**src/verilog/replay_pkg.sv**
```systemverilog
// ======================================
// Shared definitions for the packet
// record and replay engine: sizes, the
// stored word layout, stream and write
// request structs, and keep mask coding.
// Every module refers to these by
// scoped name.
// ======================================
`default_nettype none

package replay_pkg;

   localparam int DATA_BYTES = 16;
   localparam int DATA_W     = 128;
   localparam int USER_W     = 128;
   localparam int CNT_W      = 5;
   localparam int WORD_W     = 144;
   localparam int DEPTH      = 64;
   localparam int ADDR_W     = 6;
   localparam int PASS_W     = 8;
   localparam int CNT_LSB    = 128;
   localparam int LAST_BIT   = 135;
   localparam int HEAD_BIT   = 136;

   typedef enum logic [1:0] {WR_HEADER, WR_DATA, WR_FLUSH} wr_state_e;
   typedef enum logic {SEQ_IDLE, SEQ_RUN} seq_state_e;

   typedef struct packed {
      logic [DATA_W-1:0]     data;
      logic [DATA_BYTES-1:0] keep;
      logic [USER_W-1:0]     user;
      logic                  last;
   } pkt_beat_t;

   // payload carries beat data, or the user field when head is set
   typedef struct packed {
      logic [WORD_W-HEAD_BIT-2:0]         zero_hi;
      logic                               head;
      logic                               last;
      logic [LAST_BIT-CNT_LSB-CNT_W-1:0]  zero_lo;
      logic [CNT_W-1:0]                   count;
      logic [CNT_LSB-1:0]                 payload;
   } mem_word_t;

   typedef struct packed {
      logic [ADDR_W-1:0] addr;
      mem_word_t         word;
   } wr_req_t;

   // only masks filled from byte 0 upward have a count
   function automatic logic [CNT_W-1:0] keep_to_count(input logic [DATA_BYTES-1:0] keep);
      logic [CNT_W-1:0] count;
      count = '0;
      for (int n = 1; n <= DATA_BYTES; n++) begin
         if (keep == ({DATA_BYTES{1'b1}} >> (DATA_BYTES - n))) begin
            count = CNT_W'(n);
         end
      end
      return count;
   endfunction

   function automatic logic [DATA_BYTES-1:0] count_to_keep(input logic [CNT_W-1:0] count);
      logic [DATA_BYTES-1:0] keep;
      keep = '0;
      for (int n = 1; n <= DATA_BYTES; n++) begin
         if (count == CNT_W'(n)) begin
            keep = {DATA_BYTES{1'b1}} >> (DATA_BYTES - n);
         end
      end
      return keep;
   endfunction

endpackage

`default_nettype wire

```
**src/verilog/replay_sequencer.sv**
```systemverilog
// ======================================
// Replay read sequencer. On start it
// walks the store from address zero to
// the recorded end address, once per
// requested pass, issuing one read per
// cycle while the unpacker has room.
// ======================================
`default_nettype none

module replay_sequencer (
   input  wire                             clk,
   input  wire                             rst_clk,
   input  wire                             clear_i,
   input  wire                             start_i,
   input  wire [replay_pkg::PASS_W-1:0]    pass_count_i,
   input  wire [replay_pkg::ADDR_W-1:0]    end_addr_i,
   input  wire                             has_data_i,
   input  wire                             mid_packet_i,
   input  wire                             word_room_i,
   input  wire                             rd_ready_i,
   output logic [replay_pkg::ADDR_W-1:0]   rd_addr_o,
   output logic                            rd_valid_o,
   output logic                            busy_o
);

   replay_pkg::seq_state_e              state_q;
   logic [replay_pkg::PASS_W-1:0]       pass_target_q;
   logic [replay_pkg::PASS_W-1:0]       pass_done_q;
   logic                                issue;
   logic                                at_end;
   logic                                last_pass;
   logic                                can_start;

   assign busy_o     = (state_q == replay_pkg::SEQ_RUN);
   // the unpacker credit already covers the read that is in flight
   assign rd_valid_o = busy_o && word_room_i;
   assign issue      = rd_valid_o && rd_ready_i;
   assign at_end     = (rd_addr_o == end_addr_i);
   assign last_pass  = (pass_done_q == pass_target_q - 1'b1);

   // a zero pass count has nothing to replay and is ignored
   assign can_start = start_i && has_data_i && !mid_packet_i && (pass_count_i != '0);

   always_ff @(posedge clk) begin
      if (rst_clk || clear_i) begin
         state_q       <= replay_pkg::SEQ_IDLE;
         rd_addr_o     <= '0;
         pass_done_q   <= '0;
         pass_target_q <= '0;
      end else begin
         case (state_q)
            replay_pkg::SEQ_IDLE: begin
               if (can_start) begin
                  state_q       <= replay_pkg::SEQ_RUN;
                  rd_addr_o     <= '0;
                  pass_done_q   <= '0;
                  pass_target_q <= pass_count_i;
               end
            end
            default: begin
               if (issue) begin
                  if (at_end) begin
                     rd_addr_o   <= '0;
                     pass_done_q <= pass_done_q + 1'b1;
                     if (last_pass) begin
                        state_q <= replay_pkg::SEQ_IDLE;
                     end
                  end else begin
                     rd_addr_o <= rd_addr_o + 1'b1;
                  end
               end
            end
         endcase
      end
   end

endmodule

`default_nettype wire

```
**config.mk**
```make
export PLATFORM = sky130hd
export DESIGN_NAME = replay_sequencer
export DESIGN_NICKNAME = d
export VERILOG_FILES = /design/src/verilog/replay_pkg.sv /design/src/verilog/replay_sequencer.sv
export SDC_FILE = /design/constraint.sdc
export NUM_CORES = 1
export LEC_CHECK = 0
export BUFFER_PORTS_ARGS = -buffer_cell sky130_fd_sc_hd__buf_4
export CAP_MARGIN = 20
export CORE_UTILIZATION = 40
export CTS_CLUSTER_SIZE = 12
export DETAILED_ROUTE_END_ITERATION = 10
export HOLD_SLACK_MARGIN = 0.1
export PLACE_DENSITY = 0.75
export SYNTH_ARGS = -nofsm -noshare
export SYNTH_HDL_FRONTEND = slang
export SYNTH_SLANG_ARGS = --single-unit
```
**constraint.sdc**
```tcl
create_clock -name clk -period 1.57 [get_ports clk]
set_input_delay 0 -clock clk [delete_from_list [all_inputs] [get_ports clk]]
set_output_delay 0 -clock clk [all_outputs]
set_load 0.05 [all_outputs]
```
==> metrics <==
Final Hold Viols 0; Worst Setup End Kind flop; vias in the first global route 1,284; CTS Root Cell clkbuf_4; Detailed Place HPWL 2.47 mm; synthesized instance count 148; drt wl/cell 13.7 um; final worst setup slack -0.124 ns; DP Area 0.00165 mm2; first-pass GRT wire length 5.42 mm; Yosys cell types 32; Total GRT Usage 0.213; Worst Hold Depth 3; LEAKAGE 0.724 nW; DR iter-0 viols 49; Worst Reg-to-Reg Cells 6; final slew viol count 0; Yosys top cell by area dfxtp_1; WL final 3.33 mm; Inserted Clock Buffers 3; Row Count 20; largest net degree at the start of global routing 13; synth cell count leaders 24 x nor2_1, 23 x dfxtp_1, 15 x xor2_1, 10 x a21oi_1; Fmax achieved 590 MHz; clock-pin slew on the worst setup and hold paths 0.13 ns; Die Ht 58.1 um; Synth area leaders dfxtp_1 37%, xor2_1 10%, nor2_1 7.1%, mux2i_1 5.6%, xnor2_1 5.6%; die area 0.00338 mm2; TNS Setup -0.428 ns; Worst-Skew Late Latency 0.32 ns; Post-synth ARST share 0; CP arrival 1.95 ns; DRT Pass-1 Iters 4; FF-to-FF Start rd_addr_o[2]; most instantiated library cell after synthesis nor2_1; Setup CP Type reg2reg; status complete, but fails checks; DRC 0; fin crit period 1.69 ns; synthesized cell area 0.00126 mm2; total power per unit cell area 556 mW/mm2; Max FO, Critical Path 4; period utilization 1.08; NumNets Final 225; Area Growth Syn to Fin 45.1%; #FFs+latches synth 23; top-area cell type share of the netlist area 0.365; GP Congestion 0.823; RSZ-0062 raised after global routing yes; r2r setup slk -0.12 ns; worst flop-to-flop path endpoint pass_done_q[6]; H-tree levels 1; post-route cell area 0.00183 mm2; critical path launch point type flop; diodes inserted 0; sequential-to-total area share from yosys stat 0.365; Hold Path Origin rst_clk; via count 1,226; max cap viols 0; share of layout cells above drive strength 1 0.347; number of synthesized flops with an enable pin 0; synthesized area per cell 8.51 um2; Starting Density 0.416; Slew @ Worst Pin 0.878 ns; clock sinks 23; clk_skew 0.0107 ns; Worst Path Required 1.82 ns; final setup violation count 7; Die W 58.1 um; boundary pin count 30; remaining antenna violation count 0; Most used DFF post-synth dfxtp_1; core box area 0.00303 mm2; Hold Crit Class in2reg; global route overflow 0; hold worst-path end pass_target_q[0]; Yosys warning total 0; Max transition margin 0.410; CTS tree done; initial antenna violation count 0; Syn Nets 173; IO Port Bufs 29; peak supply drop 0.386 mV; failing checks setup timing; clock buffer depth 2; total power 1.02 mW; fill count 267; DR vias/cell 5.05
[worst max-delay path: stages (launching register included)]
cell     delay [ns]
dfxtp_4        0.37
xor2_2         0.15
nor4_4         0.26
buf_4          0.17
nand4_1        0.17
or3_1          0.37
a21oi_2        0.15
[stage by stage]
step	util	hold slack, ns	setup WS (ns)	cells
after global placement	0.543	0.238	-0.0399	227
final	0.604	0.102	-0.124	243
after detailed placement	0.543	0.253	-0.112	227
after CTS	0.600	0.119	-0.131	243
after floorplan	-	0.139	-0.125	148
after global routing	0.604	0.136	-0.223	243
[routing by layer]
layer	global-route usage	vias up	routed length, um
li1	-	620	-
met1	0.227	562	1340
met2	0.419	37	1820
met3	0.0223	7	109
met4	0.0850	0	58
met5	0	-	0
[power by group]
group          switching (mW)  internal (mW)  total, mW
Clock                   0.181         0.0994      0.280
Sequential            0.00458          0.580      0.585
Combinational          0.0672         0.0835      0.151
[timing repair]
action | in CTS | in global routing
endpoints found under the hold margin | 9 | 0
setup endpoints to repair | 11 | 14
buffers inserted | 3 | 0
hold buffers | 9 | 0
gates resized for setup | 5 | 3
[placed cells by master (no fill, tap or decap), types with 6 or more instances in the layout]
master,n
mux2i_1,7
dfxtp_1,15
a21oi_1,9
xor2_1,13
buf_4,42
xnor2_1,8
dlygate4sd3_1,9
nor2_1,24
nand3_1,6
nand2_1,7
[final cells by class]
type / count / area, um2 / area share
Sequential cell: 23 / 480 / 0.263
Tap cell: 44 / 55.1 / 0.0301
Clock buffer: 4 / 26.3 / 0.0144
Multi-Input combinational cell: 117 / 846 / 0.463
Inverter: 4 / 15.0 / 0.00821
Timing Repair Buffer: 51 / 405 / 0.222
[how the worst max path moves through the flow]
stage	startpoint	endpoint	slack, ns	cells after the start
after global placement	rd_addr_o[2]	pass_done_q[5]	-0.04	6
after detailed placement	rd_addr_o[2]	pass_done_q[5]	-0.11	6
after global routing	rd_addr_o[2]	pass_done_q[6]	-0.22	6
after CTS	rd_addr_o[2]	pass_done_q[6]	-0.13	6
after floorplan	rd_addr_o[2]	pass_done_q[5]	-0.12	5
final	rd_addr_o[2]	pass_done_q[6]	-0.12	6
[sequential cells by signal (all words and copies together), names as in the netlist]
| signal | flops |
|---|---|
| rd_addr_o | 6 |
| pass_target_q | 8 |
| pass_done_q | 8 |
| busy_o | 1 |
[cell families after synthesis]
| group | Yosys count | synth area share |
|---|---|---|
| mux | 7 | 0.0556 |
| flops | 23 | 0.365 |
| xor+xnor | 23 | 0.160 |
| fa+ha+maj | 3 | 0.0298 |
| simple gates | 62 | 0.257 |
| compound gates | 22 | 0.105 |
| buf+inv | 8 | 0.0268 |
Note: power is estimated with default switching activity, not from simulation.
