--- src/verilog/replay_pkg.sv ---
// ======================================
// Shared definitions for the packet
// record and replay engine: sizes, the
// stored word layout, stream and write
// request structs, and keep mask coding.
// Every module refers to these by
// scoped name.
// ======================================
`default_nettype none

package replay_pkg;

   localparam int DATA_BYTES = 16;
   localparam int DATA_W     = 128;
   localparam int USER_W     = 128;
   localparam int CNT_W      = 5;
   localparam int WORD_W     = 144;
   localparam int DEPTH      = 64;
   localparam int ADDR_W     = 6;
   localparam int PASS_W     = 8;
   localparam int CNT_LSB    = 128;
   localparam int LAST_BIT   = 135;
   localparam int HEAD_BIT   = 136;

   typedef enum logic [1:0] {WR_HEADER, WR_DATA, WR_FLUSH} wr_state_e;
   typedef enum logic {SEQ_IDLE, SEQ_RUN} seq_state_e;

   typedef struct packed {
      logic [DATA_W-1:0]     data;
      logic [DATA_BYTES-1:0] keep;
      logic [USER_W-1:0]     user;
      logic                  last;
   } pkt_beat_t;

   // payload carries beat data, or the user field when head is set
   typedef struct packed {
      logic [WORD_W-HEAD_BIT-2:0]         zero_hi;
      logic                               head;
      logic                               last;
      logic [LAST_BIT-CNT_LSB-CNT_W-1:0]  zero_lo;
      logic [CNT_W-1:0]                   count;
      logic [CNT_LSB-1:0]                 payload;
   } mem_word_t;

   typedef struct packed {
      logic [ADDR_W-1:0] addr;
      mem_word_t         word;
   } wr_req_t;

   // only masks filled from byte 0 upward have a count
   function automatic logic [CNT_W-1:0] keep_to_count(input logic [DATA_BYTES-1:0] keep);
      logic [CNT_W-1:0] count;
      count = '0;
      for (int n = 1; n <= DATA_BYTES; n++) begin
         if (keep == ({DATA_BYTES{1'b1}} >> (DATA_BYTES - n))) begin
            count = CNT_W'(n);
         end
      end
      return count;
   endfunction

   function automatic logic [DATA_BYTES-1:0] count_to_keep(input logic [CNT_W-1:0] count);
      logic [DATA_BYTES-1:0] keep;
      keep = '0;
      for (int n = 1; n <= DATA_BYTES; n++) begin
         if (count == CNT_W'(n)) begin
            keep = {DATA_BYTES{1'b1}} >> (DATA_BYTES - n);
         end
      end
      return keep;
   endfunction

endpackage

`default_nettype wire

--- src/verilog/record_writer.sv ---
// ======================================
// Recorder for the incoming stream. Each
// packet is written as one header word
// with the user field, then one word per
// beat. When the store is full the rest
// of the input is drained until clear.
// ======================================
`default_nettype none

module record_writer (
   input  wire                             clk,
   input  wire                             rst_clk,
   input  wire                             clear_i,
   input  wire replay_pkg::pkt_beat_t      in_beat_i,
   input  wire                             in_valid_i,
   output logic                            in_ready_o,
   input  wire                             replay_busy_i,
   output replay_pkg::wr_req_t             wr_req_o,
   output logic                            wr_valid_o,
   output logic [replay_pkg::ADDR_W-1:0]   end_addr_o,
   output logic                            has_data_o,
   output logic                            mid_packet_o,
   output logic [31:0]                     pkt_count_o
);

   replay_pkg::wr_state_e               state_q;
   logic [replay_pkg::ADDR_W-1:0]       wr_addr_q;
   logic                                at_top;
   logic                                accept_ok;
   logic                                beat_last;

   assign at_top    = (int'(wr_addr_q) == replay_pkg::DEPTH - 1);
   assign accept_ok = in_valid_i && !replay_busy_i && !clear_i;
   // the word in the top slot always closes the recording
   assign beat_last = in_beat_i.last || at_top;

   // a header write in progress counts as a partly recorded packet
   assign mid_packet_o = (state_q == replay_pkg::WR_DATA) ||
                         ((state_q == replay_pkg::WR_HEADER) && in_valid_i && !replay_busy_i);

   always_comb begin
      in_ready_o    = 1'b0;
      wr_valid_o    = 1'b0;
      wr_req_o      = '0;
      wr_req_o.addr = wr_addr_q;
      case (state_q)
         replay_pkg::WR_HEADER: begin
            // ready stays low here, the same beat is taken in the data state
            if (accept_ok && !at_top) begin
               wr_valid_o            = 1'b1;
               wr_req_o.word.head    = 1'b1;
               wr_req_o.word.payload = in_beat_i.user;
            end
         end
         replay_pkg::WR_DATA: begin
            in_ready_o = !replay_busy_i && !clear_i;
            if (accept_ok) begin
               wr_valid_o            = 1'b1;
               wr_req_o.word.last    = beat_last;
               wr_req_o.word.count   = replay_pkg::keep_to_count(in_beat_i.keep);
               wr_req_o.word.payload = in_beat_i.data;
            end
         end
         default: begin
            in_ready_o = !replay_busy_i && !clear_i;
         end
      endcase
   end

   always_ff @(posedge clk) begin
      if (rst_clk || clear_i) begin
         state_q     <= replay_pkg::WR_HEADER;
         wr_addr_q   <= '0;
         end_addr_o  <= '0;
         has_data_o  <= 1'b0;
         pkt_count_o <= '0;
      end else begin
         case (state_q)
            replay_pkg::WR_HEADER: begin
               if (accept_ok) begin
                  if (at_top) begin
                     state_q <= replay_pkg::WR_FLUSH;
                  end else begin
                     wr_addr_q   <= wr_addr_q + 1'b1;
                     pkt_count_o <= pkt_count_o + 32'd1;
                     state_q     <= replay_pkg::WR_DATA;
                  end
               end
            end
            replay_pkg::WR_DATA: begin
               if (accept_ok) begin
                  // end address only ever points at a finished packet
                  if (beat_last) begin
                     end_addr_o <= wr_addr_q;
                     has_data_o <= 1'b1;
                  end
                  if (at_top) begin
                     state_q <= replay_pkg::WR_FLUSH;
                  end else begin
                     wr_addr_q <= wr_addr_q + 1'b1;
                     if (in_beat_i.last) begin
                        state_q <= replay_pkg::WR_HEADER;
                     end
                  end
               end
            end
            default: begin
               state_q <= replay_pkg::WR_FLUSH;
            end
         endcase
      end
   end

endmodule

`default_nettype wire

--- config.mk ---
export PLATFORM = sky130hd
export DESIGN_NAME = record_writer
export DESIGN_NICKNAME = d
export VERILOG_FILES = /design/src/verilog/replay_pkg.sv /design/src/verilog/record_writer.sv
export SDC_FILE = /design/constraint.sdc
export NUM_CORES = 1
export LEC_CHECK = 0
export ABC_CLOCK_PERIOD_IN_PS = 2700
export BUFFER_PORTS_ARGS = -buffer_cell sky130_fd_sc_hd__clkbuf_2
export CORE_AREA = 3 3 183 185
export DETAILED_ROUTE_END_ITERATION = 12
export DIE_AREA = 0 0 186 188
export GPL_TIMING_DRIVEN = 1
export PLACE_DENSITY_LB_ADDON = 0.12
export SKIP_LAST_GASP = 1
export SYNTH_ARGS = -nofsm -noshare
export SYNTH_HDL_FRONTEND = slang
export SYNTH_SLANG_ARGS = --single-unit
--- constraint.sdc ---
create_clock -name clk -period 2.7 [get_ports clk]
set_clock_uncertainty 0.15 [all_clocks]
set_input_delay 0.27 -clock clk [delete_from_list [all_inputs] [get_ports clk]]
set_output_delay 0.27 -clock clk [all_outputs]
set_load 0.02 [all_outputs]
==> impl_results.md <==
- Most frequent cells in the layout: clkbuf_2 (450), a22o_1 (112), dfxtp_1 (45)
- Avg Inst Size Synth: 8.008 um^2
- Worst path slowest cell: or4b_4
- Crit path DAT: 2230 ps
- Initial antenna violation count: 2
- Reg2reg start: pkt_count_o[6]$_SDFFE_PP0P_
- Final Max Tran Viols: 0
- Grt ovf: 0
- Initial Utilization: 12.31%
- Register area: 943.4 um^2
- Port Buf Inserts: 460
- Via density: 4.440
- Synth Flop Type: dfxtp_1
- Routed length per instance: approximately 26 um
- CP Max Fanout: 11
- Hold_ws: 161.6 ps
- Fmax: 0.3774 GHz
- Gr usage total: 18.47%
- Fin. Hold Viols: 0
- DIE WIDTH: 186 um
- DIE AREA: around 35000 um^2
- Clock Latency Late Sink: 300 ps
- Peak supply drop: ~0.00023 V
- Clock slew at reported path FFs: about 70 ps
- Initial DRC count: 308
- Share of layout cells above drive strength 1: 55.14%
- Post-synth EDFFs: 0
- Nets@finish: 1222
- Max_slew headroom: between 40% and 50%
- Final Wtd Congestion: 0.8604
- Crit path largest cell delay: 590 ps
- CP Launch Type: register
- Final WL: between 30000 and 40000 um
- Final worst-path cycle share: 98.13%
- Global-route wire length before repair: 45890 um
- MaxCap Viol Count: 0
- Tmin final: between 2000 and 3000 ps
- Core area: 32210 um^2
- Post-synth ARST share: 0%
- Commonest non-fill, non-tap cell in the layout: clkbuf_2
- Dpl hpwl: 29730 um
- Site Rows: 66
- Ys Warns: 0
- Via count: around 6000
- Min-delay src: in_valid_i
- Pre-antenna DRT Iters: 4
- CP endpoint kind: primary output
- Vias in the first global route: 5985
- Multi-input logic area: around 2800 um^2
- Seq/Total Area, Yosys: between 20% and 30%
- WP buf/inv: 3
- Largest net degree at the start of global routing: 53
- Power Dens Cells: 275.1 nW/um^2
- CP startpoint: state_q[1]$_SDFFE_PP0P_
- I/O pin cnt: 470
- CP Class: register to primary output
- Die H: 188 um
- Leak pwr: 3.466 nW
- Setup TNS: 0 ps
- Worst-path cell chain: or4b_4 -> nor2_4 -> buf_4 -> clkbuf_16 -> a22o_1 -> clkbuf_2
- Final setup fails: 0
- Crit path max-delay family: simple AND/OR/NAND/NOR gates
- Filler Cell Count: around 3700
- Yosys cell types: 51
- Status: finished clean
- Area Overhead vs Synth: 79.45%
- Cell area after synthesis: between 3000 and 4000 um^2
- Post-route ant nets: 0
- Req. time, crit path: 2280 ps
- Yosys reg bits: 47
- Mapped Cells: ~500
- Number of CTS-inserted buffers: 5
- Worst-case clock buffer depth: 2
- H-tree levels: 2
- Post-route DRC: 0
- Placed Cells: 1335
- Cell chosen for the clock root: clkbuf_16
- Hold WC Path Type: input port to register
- Worst-margin pin slew: 760.5 ps
- CTS Sinks: 47
- CTS tree: built
- Design Power: 1.957 mW
- Non-filler instance count after layout: ~1400
-- worst register-to-register path, cell delays in order (launching register included) --
cell,delay (ps)
dfxtp_1,480
and4_1,340
nand4_1,340
or4_1,570
a21oi_1,150
-- power by group --
group	internal (mW)	total, mW	leakage (nW)	switching [mW]
Combinational	0.253	0.588	3.01	0.336
Clock	0.371	0.674	0.0731	0.302
Sequential	0.694	0.695	0.380	0.00135
-- registers in the layout, summed over array words and instances, names as in the netlist --
signal and count:
end_addr_o 6, state_q 2, wr_addr_q 6, pkt_count_o 32, has_data_o 1
-- logic make-up (layout without fill, tap and decap cells) --
family / Yosys count / in the layout / synth area share (%)
adder cells (fa/ha/maj): 2 / 2 / 0.6312
XOR/XNOR: 9 / 9 / 1.989
buffers and inverters: 57 / 497 / 6.818
AO/OA/AOI/OAI: 201 / 201 / 39.87
AND/OR/NAND/NOR: 164 / 164 / 23.33
other: 1 / 10 / 0.09461
multiplexers: 14 / 14 / 3.535
flip-flops: 47 / 47 / 23.74
-- metrics by stage --
step	cell area (um^2)	worst slack, ps	utilization, %
floorplan	3994	300.9	-
global placement	6733	17.37	20.91
detailed placement	6733	10.17	20.91
CTS	7034	1.705	21.84
global route	7113	-5.505	22.09
finish	7113	50.47	22.09
-- area by class of cell --
class / instances / area share (%)
tap: 408 / 7.177
clock inverter: 2 / 0.2287
sequential: 47 / 13.26
clock buffer: 6 / 1.953
inverter: 5 / 0.2990
antenna: 1 / 0.03518
timing repair buffer: 484 / 37.24
multi-input combinational: 399 / 39.81
-- worst paths after layout --
| check | endpoint | slack, ps | cells past startpoint |
|---|---|---|---|
| hold reg to reg | has_data_o$_SDFFE_PP0P_ | 330 | 1 |
| hold / removal | state_q[1]$_SDFFE_PP0P_ | 160 | 3 |
| setup reg to reg | pkt_count_o[17]$_SDFFE_PP0P_ | 590 | 4 |
| setup / recovery | wr_req_o[79] | 50 | 6 |
-- cells in the mapped netlist, drive strengths merged, types with 2 or more instances --
library cell / number / area share (%)
nor2: 17 / 1.7
mux2i: 14 / 3.5
a21oi: 28 / 3.5
a22o: 128 / 28
and3: 6 / 0.95
o31ai: 9 / 1.7
nand3: 18 / 2.3
nand4b: 2 / 0.44
clkbuf: 24 / 2.3
inv: 4 / 0.38
nand4: 13 / 2.1
nor3: 3 / 0.38
o21a: 2 / 0.38
and4: 7 / 1.5
o211ai: 4 / 1.1
dfxtp: 47 / 24
nor4b: 2 / 0.82
xor2: 7 / 1.5
o21ai: 17 / 2.1
or2: 2 / 0.32
or4: 12 / 2.3
xnor2: 2 / 0.44
ha: 2 / 0.63
buf: 28 / 4.1
and2: 4 / 0.63
nor4: 14 / 2.2
nand2: 40 / 3.8
or3: 19 / 3.0
a211oi: 3 / 0.57
-- timing repair --
action | 4_1_cts | 5_1_grt
pin swaps | 2 | 1
setup endpoints to repair | 107 | 36
hold buffers | 0 | 0
gates cloned | 1 | 2
hold endpoints to repair | 0 | 0
setup buffers | 4 | 1
resized for setup | 36 | 4
-- layer usage --
metal  wire (um)  vias up  part of all wire, %  global-route usage, %
met1       12820     2863                   37                  20.52
met2       18720      263                   54                  34.89
met4         718        0                  2.1                  3.724
met5           0        -                    0                      0
met3        2379       20                  6.9                  4.985
li1            -     2857                    -                      -
No activity file was read; power rests on OpenSTA's default activity.
