[config.mk]
export PLATFORM = sky130hd
export DESIGN_NAME = stream_unpacker
export DESIGN_NICKNAME = d
export VERILOG_FILES = /design/src/verilog/replay_pkg.sv /design/src/verilog/stream_unpacker.sv
export SDC_FILE = /design/constraint.sdc
export NUM_CORES = 1
export LEC_CHECK = 0
export ABC_AREA = 1
export BUFFER_PORTS_ARGS = -buffer_cell sky130_fd_sc_hd__buf_2
export CAP_MARGIN = 20
export CORE_UTILIZATION = 41
export CTS_CLUSTER_DIAMETER = 50
export CTS_CLUSTER_SIZE = 8
export DETAILED_ROUTE_END_ITERATION = 10
export PLACE_DENSITY = 0.59
export SETUP_SLACK_MARGIN = 0.05
export SLEW_MARGIN = 15
export SYNTH_ARGS = -nofsm -noshare
export SYNTH_HDL_FRONTEND = slang
export SYNTH_SLANG_ARGS = --single-unit
[constraint.sdc]
create_clock -name clk -period 7.4 [get_ports clk]
set_input_delay 0.74 -clock clk [delete_from_list [all_inputs] [get_ports clk]]
set_output_delay 0.74 -clock clk [all_outputs]
set_load 0.02 [all_outputs]
[src/verilog/replay_pkg.sv]
// ======================================
// Shared definitions for the packet
// record and replay engine: sizes, the
// stored word layout, stream and write
// request structs, and keep mask coding.
// Every module refers to these by
// scoped name.
// ======================================
`default_nettype none

package replay_pkg;

   localparam int DATA_BYTES = 16;
   localparam int DATA_W     = 128;
   localparam int USER_W     = 128;
   localparam int CNT_W      = 5;
   localparam int WORD_W     = 144;
   localparam int DEPTH      = 64;
   localparam int ADDR_W     = 6;
   localparam int PASS_W     = 8;
   localparam int CNT_LSB    = 128;
   localparam int LAST_BIT   = 135;
   localparam int HEAD_BIT   = 136;

   typedef enum logic [1:0] {WR_HEADER, WR_DATA, WR_FLUSH} wr_state_e;
   typedef enum logic {SEQ_IDLE, SEQ_RUN} seq_state_e;

   typedef struct packed {
      logic [DATA_W-1:0]     data;
      logic [DATA_BYTES-1:0] keep;
      logic [USER_W-1:0]     user;
      logic                  last;
   } pkt_beat_t;

   // payload carries beat data, or the user field when head is set
   typedef struct packed {
      logic [WORD_W-HEAD_BIT-2:0]         zero_hi;
      logic                               head;
      logic                               last;
      logic [LAST_BIT-CNT_LSB-CNT_W-1:0]  zero_lo;
      logic [CNT_W-1:0]                   count;
      logic [CNT_LSB-1:0]                 payload;
   } mem_word_t;

   typedef struct packed {
      logic [ADDR_W-1:0] addr;
      mem_word_t         word;
   } wr_req_t;

   // only masks filled from byte 0 upward have a count
   function automatic logic [CNT_W-1:0] keep_to_count(input logic [DATA_BYTES-1:0] keep);
      logic [CNT_W-1:0] count;
      count = '0;
      for (int n = 1; n <= DATA_BYTES; n++) begin
         if (keep == ({DATA_BYTES{1'b1}} >> (DATA_BYTES - n))) begin
            count = CNT_W'(n);
         end
      end
      return count;
   endfunction

   function automatic logic [DATA_BYTES-1:0] count_to_keep(input logic [CNT_W-1:0] count);
      logic [DATA_BYTES-1:0] keep;
      keep = '0;
      for (int n = 1; n <= DATA_BYTES; n++) begin
         if (count == CNT_W'(n)) begin
            keep = {DATA_BYTES{1'b1}} >> (DATA_BYTES - n);
         end
      end
      return keep;
   endfunction

endpackage

`default_nettype wire

[src/verilog/stream_unpacker.sv]
// ======================================
// Turns words read from the store back
// into stream beats. Header words load
// the user field for the next beat and
// give no output. A small buffer absorbs
// output back-pressure and returns room
// as a credit to the read sequencer.
// ======================================
`default_nettype none

module stream_unpacker (
   input  wire                          clk,
   input  wire                          rst_clk,
   input  wire replay_pkg::mem_word_t   word_i,
   input  wire                          word_valid_i,
   output logic                         word_room_o,
   output replay_pkg::pkt_beat_t        out_beat_o,
   output logic                         out_valid_o,
   input  wire                          out_ready_i
);

   replay_pkg::mem_word_t            word_buf_q [4];
   logic [1:0]                       wr_ptr_q;
   logic [1:0]                       rd_ptr_q;
   logic [2:0]                       fill_q;
   logic [replay_pkg::USER_W-1:0]    user_q;
   replay_pkg::mem_word_t            head_word;
   logic                             pop;

   assign head_word = word_buf_q[rd_ptr_q];

   // two free slots, one for a read in flight and one for a new read
   assign word_room_o = (fill_q <= 3'd2);

   assign out_valid_o = (fill_q != 3'd0) && !head_word.head;
   assign pop         = (fill_q != 3'd0) && (head_word.head || out_ready_i);

   always_comb begin
      out_beat_o.data = head_word.payload;
      out_beat_o.keep = replay_pkg::count_to_keep(head_word.count);
      out_beat_o.user = user_q;
      out_beat_o.last = head_word.last;
   end

   always_ff @(posedge clk) begin
      if (word_valid_i) begin
         word_buf_q[wr_ptr_q] <= word_i;
      end
   end

   always_ff @(posedge clk) begin
      if (rst_clk) begin
         wr_ptr_q <= '0;
         rd_ptr_q <= '0;
         fill_q   <= '0;
         user_q   <= '0;
      end else begin
         if (word_valid_i) begin
            wr_ptr_q <= wr_ptr_q + 1'b1;
         end
         if (pop) begin
            rd_ptr_q <= rd_ptr_q + 1'b1;
            // user field rides on the first beat only
            user_q   <= head_word.head ? head_word.payload : '0;
         end
         fill_q <= fill_q + {2'b00, word_valid_i} - {2'b00, pop};
      end
   end

endmodule

`default_nettype wire

==> run metrics, run 1 <==
Die Width=251 um; clk sinks=677; die area=0.0632 mm^2; crit path capture type=output pin; H-tree depth=3; syn_nets=2,168; Int Pwr=0.00830 W; pin count of the biggest net entering global routing=225; worst-margin pin slew=1370 ps; Placed Area=0.0279 mm^2; Critical-path top delay cell=buf_4; postcts setup bufs=0; Yosys Warn Count=0; HP Start=word_i[114]; routed vias=17,200; GR peak layer=met2; port buffer count=413; Clock Power Share=31.4%; Buf/Inv on CP=4; Slew Viols, Final=0; Worst slew margin=8.37%; initial DRC count=1,221; share of layout cells above drive strength 1=23.4%; Layout Nets=2,549; RSZ-0062 raised after global routing=false; initial antenna violation count=23; Core Footprint=0.0616 mm^2; met2 global-route usage=32.4%; Setup Viol. Count Final=0; register bit count reported by yosys=677; crit path max fanout=177; DR WL/cell=19.6 um; most common cell after layout, fill and taps aside=edfxtp_1; Die Ht=251 um; Sequential Power Share=35.2%; worst skew pair latency=620 ps; post-synth cell types=36; antenna-violating nets left=0; Final Critical Period=4910 ps; row count=91; Worst Clk Skew=21.3 ps; DRC errors left=0; Post-Route Setup TNS=0 ps; WS Path Type=reg -> out; GP Congestion=0.809; worst vdd ir=369 uV; synthesized area per cell=12.7 um^2; Routed Wire Length=65.0 mm; routing usage on met3=5.78%; num ports=423; register area share after synthesis=74.4%; Fmax=204 MHz; status=completed; final setup margin=2490 ps; routing usage on met1=26.1%; initial core utilization=41.4%; CTS clk-pin slew, worst paths=50 ps; Syn Inst Count=2,012; CP most frequent cell=nand2_1; CTS tree=built; dpl hpwl=35.9 mm; gr usage total=20.0%; design area=0.0309 mm^2; vias in the first global route=16,600; top cells by area, synth=edfxtp_1, dfxtp_1, o21ai_0; top-area cell type share of the netlist area=63.6%; largest delay contributor family on the critical path=buffers and inverters; commonest non-fill, non-tap cells in the layout=edfxtp_1, buf_2, nor2_1; PD cells=432 mW/mm^2; # Max-Cap Violations=0; combinational share of power=33.4%; first-pass GRT wire length=96.7 mm; CTS buffer count=99; Via density=5.20; grt ovf=0; cts hold-fix bufs=0; Post-Syn Area=0.0255 mm^2; switching part of the total power=37.7%; area leader, netlist=edfxtp_1; clock root buffer=clkbuf_16; post-CTS sizing=0; Min-Delay Path Class=in -> reg; fin crit share=66.4%; Max Root-Sink Buffers=3; Final Hold Fails=0; CP Cell Sequence=inv_8 -> buf_4 -> nand2_1 -> nand3_1 -> nand2_1 -> nand2_2 -> nor2_2 -> nand2_4 -> inv_2 -> nor2_2 -> nand2_1 -> buf_2; DRT Pass-1 Iters=5; Switching Power=0.00502 W; Leak Pwr=11.3 nW; Startpoint Class=flop; Critical Path AT=4170 ps; pre-CTS setup slack=2980 ps; CP peak stage delay=890 ps; Critical Path RT=6660 ps; Area growth, synth to finish=21.1%
==> logic make-up after synthesis <==
logic type	after synthesis	share of synthesized area, %
buf+inv	179	3.82
fa+ha+maj	8	0.422
flops	677	74.4
simple gates	620	10.3
xor+xnor	1	0.0344
compound gates	527	11.1
==> final timing paths <==
path                        endpoint  slack (ps)  depth (start not counted)
setup / recovery     out_beat_o[137]        2490                         12
hold / removal    word_buf_q[0][114]         330                          1
setup reg to reg          user_q[27]        3350                         10
hold reg to reg           user_q[76]         460                          2
==> worst register-to-register path, delay by kind of cell (launching register included) <==
kind                   cells  cell delay [ps]
buffers and inverters      4             1970
and+or+nand+nor            5             1060
DFF                        1              790
AOI/OAI and AO/OA          1               70
==> state kept, by name (all words and copies together), names as in the netlist, named ones only <==
signal / flops
word_buf_q: 540
rd_ptr_q: 2
wr_ptr_q: 2
fill_q: 3
user_q: 128
==> synthesized netlist by cell type <==
master	instances
a21oi_1	133
a31o_2	1
buf_1	4
buf_2	29
buf_4	14
buf_6	25
buf_8	1
clkbuf_1	67
clkbuf_2	4
clkbuf_4	1
clkinv_2	1
dfxtp_1	137
edfxtp_1	540
fa_1	1
ha_1	7
inv_1	21
inv_2	10
inv_4	2
nand2_1	181
nand2_2	5
nand2_4	2
nand3_1	149
nand3_2	2
nand4_1	1
nor2_1	269
nor2_2	3
nor2_4	2
nor2_8	2
nor3_1	3
nor3_2	1
o21ai_0	223
o21ai_1	40
o21bai_1	1
o22ai_1	126
o22ai_2	3
xnor2_1	1
==> metal layers <==
metal  vias to the layer above  share of wire, %  wire length, um
met5                         -              0.30              192
met2                       528                49            31500
met3                       125               6.8             4400
met4                        30               1.9             1270
li1                       8124                 -                -
met1                      8435                42            27600
==> per-stage QoR <==
step / total power, W / instances / hold WS, ps / util (%)
after global routing: 0.0140 / 3317 / 291 / 50.1
final: 0.0133 / 3318 / 331 / 50.1
after floorplan: 0.00787 / 2012 / 442 / -
after global placement: 0.00918 / 3129 / 448 / 45.3
after detailed placement: 0.00926 / 3129 / 452 / 45.3
after CTS: 0.0135 / 3311 / 281 / 50.1
==> power by group through the flow <==
stage	logic, W	clock network, W	registers, W
2_1_floorplan	0.00291	0	0.00496
3_3_place_gp	0.00443	0	0.00475
3_5_place_dp	0.00450	0	0.00477
4_1_cts	0.00451	0.00426	0.00470
5_1_grt	0.00484	0.00443	0.00474
6_report	0.00445	0.00418	0.00470
==> layout make-up <==
| cell class | instances | area [um^2] |
|---|---|---|
| fillers | 5361 | 30700 |
| flip-flops and latches | 677 | 19000 |
| multi-input cells | 1156 | 5560 |
| clock buffers | 174 | 2860 |
| repair buffers | 425 | 2180 |
| well taps | 837 | 1050 |
| inverters | 34 | 163 |
| clock inverters | 8 | 85.1 |
| diodes | 7 | 17.5 |
No activity file was read; power rests on OpenSTA's default activity.
==> run 2, diff against run 1 <==
--- a/config.mk
+++ b/config.mk
@@ -12,7 +12,7 @@
 export CTS_CLUSTER_DIAMETER = 50
 export CTS_CLUSTER_SIZE = 8
 export DETAILED_ROUTE_END_ITERATION = 10
-export PLACE_DENSITY = 0.59
+export PLACE_DENSITY = 0.62
 export SETUP_SLACK_MARGIN = 0.05
 export SLEW_MARGIN = 15
 export SYNTH_ARGS = -nofsm -noshare
==> constraint.sdc (replaced) <==
create_clock -name clk -period 4.1 [get_ports clk]
set_input_delay 0.41 -clock clk [delete_from_list [all_inputs] [get_ports clk]]
set_output_delay 0.41 -clock clk [all_outputs]
set_load 0.02 [all_outputs]
==> run 2 against run 1 <==
  * Global-route usage fell by 0.33 points
  * Critical endpoint is now out_beat_o[139]
  * Clock skew rose by 6.2 ps
  * Critical path type unchanged
  * First-iteration DRC count rose by 9.1%
  * Final cell count rose by 4.3%
  * Via count rose by 3.7%
  * Register-to-register slack got worse by 2000 ps
  * Routed wire length fell by 2.4%
  * Non-clock buffer count rose by 147
  * Combinational power rose by 86%
==> run metrics, run 2 (synthesis results as in run 1) <==
status=completed; max reg flops=540; Critical Path RT=3690 ps; Die Ht=251 um; Worst slew margin=32.5%; worst-margin pin slew=1010 ps; row count=91; PnR Total Power=0.0240 W; CTS clk-pin slew, worst paths=50 ps; worst r2r path cells=13; gr usage total=19.7%; CTS tree=built; Min-Delay Path Class=in -> reg; dpl hpwl=35.6 mm; clk sinks=677; Max Root-Sink Buffers=3; DRC errors left=0; num ports=423; Post-Route Setup TNS=0 ps; share of layout cells above drive strength 1=22.4%; port buffer count=413; Area growth, synth to finish=26.9%; pin count of the biggest net entering global routing=134; die area=0.0632 mm^2; Routed Wire Length=63.4 mm; Slew Viols, Final=0; commonest non-fill, non-tap cells in the layout=edfxtp_1, buf_2, nor2_1; Setup Viol. Count Final=0; Worst Clk Skew=27.5 ps; Fmax=285 MHz; Largest regs=word_buf_q: 540 flops, user_q: 128 flops, fill_q: 3 flops; initial antenna violation count=4; Leak Pwr=11.9 nW; Die Width=251 um; most common cell after layout, fill and taps aside=edfxtp_1; DR WL/cell=18.3 um; cts hold-fix bufs=135; RSZ-0062 raised after global routing=false; GP Congestion=0.762; CTS buffer count=97; filler cell count=5,201; R2R Setup Slk=1340 ps; Layout Nets=2,694; first-pass GRT wire length=97.2 mm; crit path capture type=output pin; Critical Path AT=3090 ps; fin crit share=85.5%; # Max-Cap Violations=0; post-CTS sizing=0; grt ovf=0; antenna-violating nets left=0; Core Footprint=0.0616 mm^2; routed vias=17,900; Final Hold Fails=0; H-tree depth=3; initial DRC count=1,332; Startpoint Class=flop; clock root buffer=clkbuf_16; Most flops, register=word_buf_q; Via density=5.16; hold-critical path depth=3; DRT Pass-1 Iters=6; worst vdd ir=646 uV; initial core utilization=41.4%; postcts setup bufs=0; crit path max fanout=62; vias in the first global route=17,500; Final Critical Period=3500 ps; PD cells=742 mW/mm^2; WS Path Type=reg -> out; worst skew pair latency=630 ps
==> run 2: cell count changes in the layout (fill, tap and decap cells not counted), moves of 2 or more <==
cell,before,now
buf_4,11,15
clkbuf_16,102,98
buf_12,1,10
clkbuf_1,68,73
dlygate4sd3_1,0,135
diode_2,7,2
clkinv_2,2,0
clkinv_8,1,3
==> run 2: report_power, final <==
part           switching, W  internal [W]  total (W)
combinational       0.00597       0.00233    0.00829
sequential         0.000277       0.00810    0.00838
clock               0.00280       0.00454    0.00735
total               0.00905        0.0150     0.0240
==> run 2: metrics by stage <==
stage	instances	worst slack (ps)	util [%]	cell area, um^2	hold WS [ps]
after floorplan	2012	425	-	25500	442
after global placement	3141	1260	45.6	28100	448
after detailed placement	3141	1240	45.6	28100	452
after CTS	3459	555	52.5	32300	110
after global routing	3460	335	52.5	32300	158
final	3461	595	52.5	32400	150
==> run 2: path summary, 6_finish.rpt <==
check               startpoint              end
setup / recovery          flop  out_beat_o[139]
hold / removal    word_valid_i      wr_ptr_q[1]
setup reg to reg          flop        fill_q[2]
hold reg to reg     user_q[76]       user_q[76]
==> run 2: area by class of cell <==
type                            count  area [um^2]  area share (%)
Sequential cell                   677        19000            58.6
Multi-Input combinational cell   1156         5560            17.2
Timing Repair Buffer              572         3730            11.5
Clock buffer                      175         2780            8.60
Tap cell                          837         1050            3.24
Inverter                           34          163           0.503
Clock inverter                      8          101           0.313
Antenna cell                        2         5.00          0.0155
==> run 2: worst max-delay path, cell delays in order, from the launching register on <==
cell and delay (ps):
dfxtp_4 460, buf_4 560, nand2_1 130, nand3_1 120, nand2_1 220, nand2_2 190, nor2_2 70, nand2_4 90
inv_2 50, nor2_2 240, o21ai_1 120, buf_2 190
==> run 2: layer usage <==
layer | GRT usage (%) | routed length (um)
met2 | 33.1 | 31400
met4 | 7.04 | 1290
met1 | 25.1 | 26700
met3 | 4.18 | 3980
met5 | 0 | 36
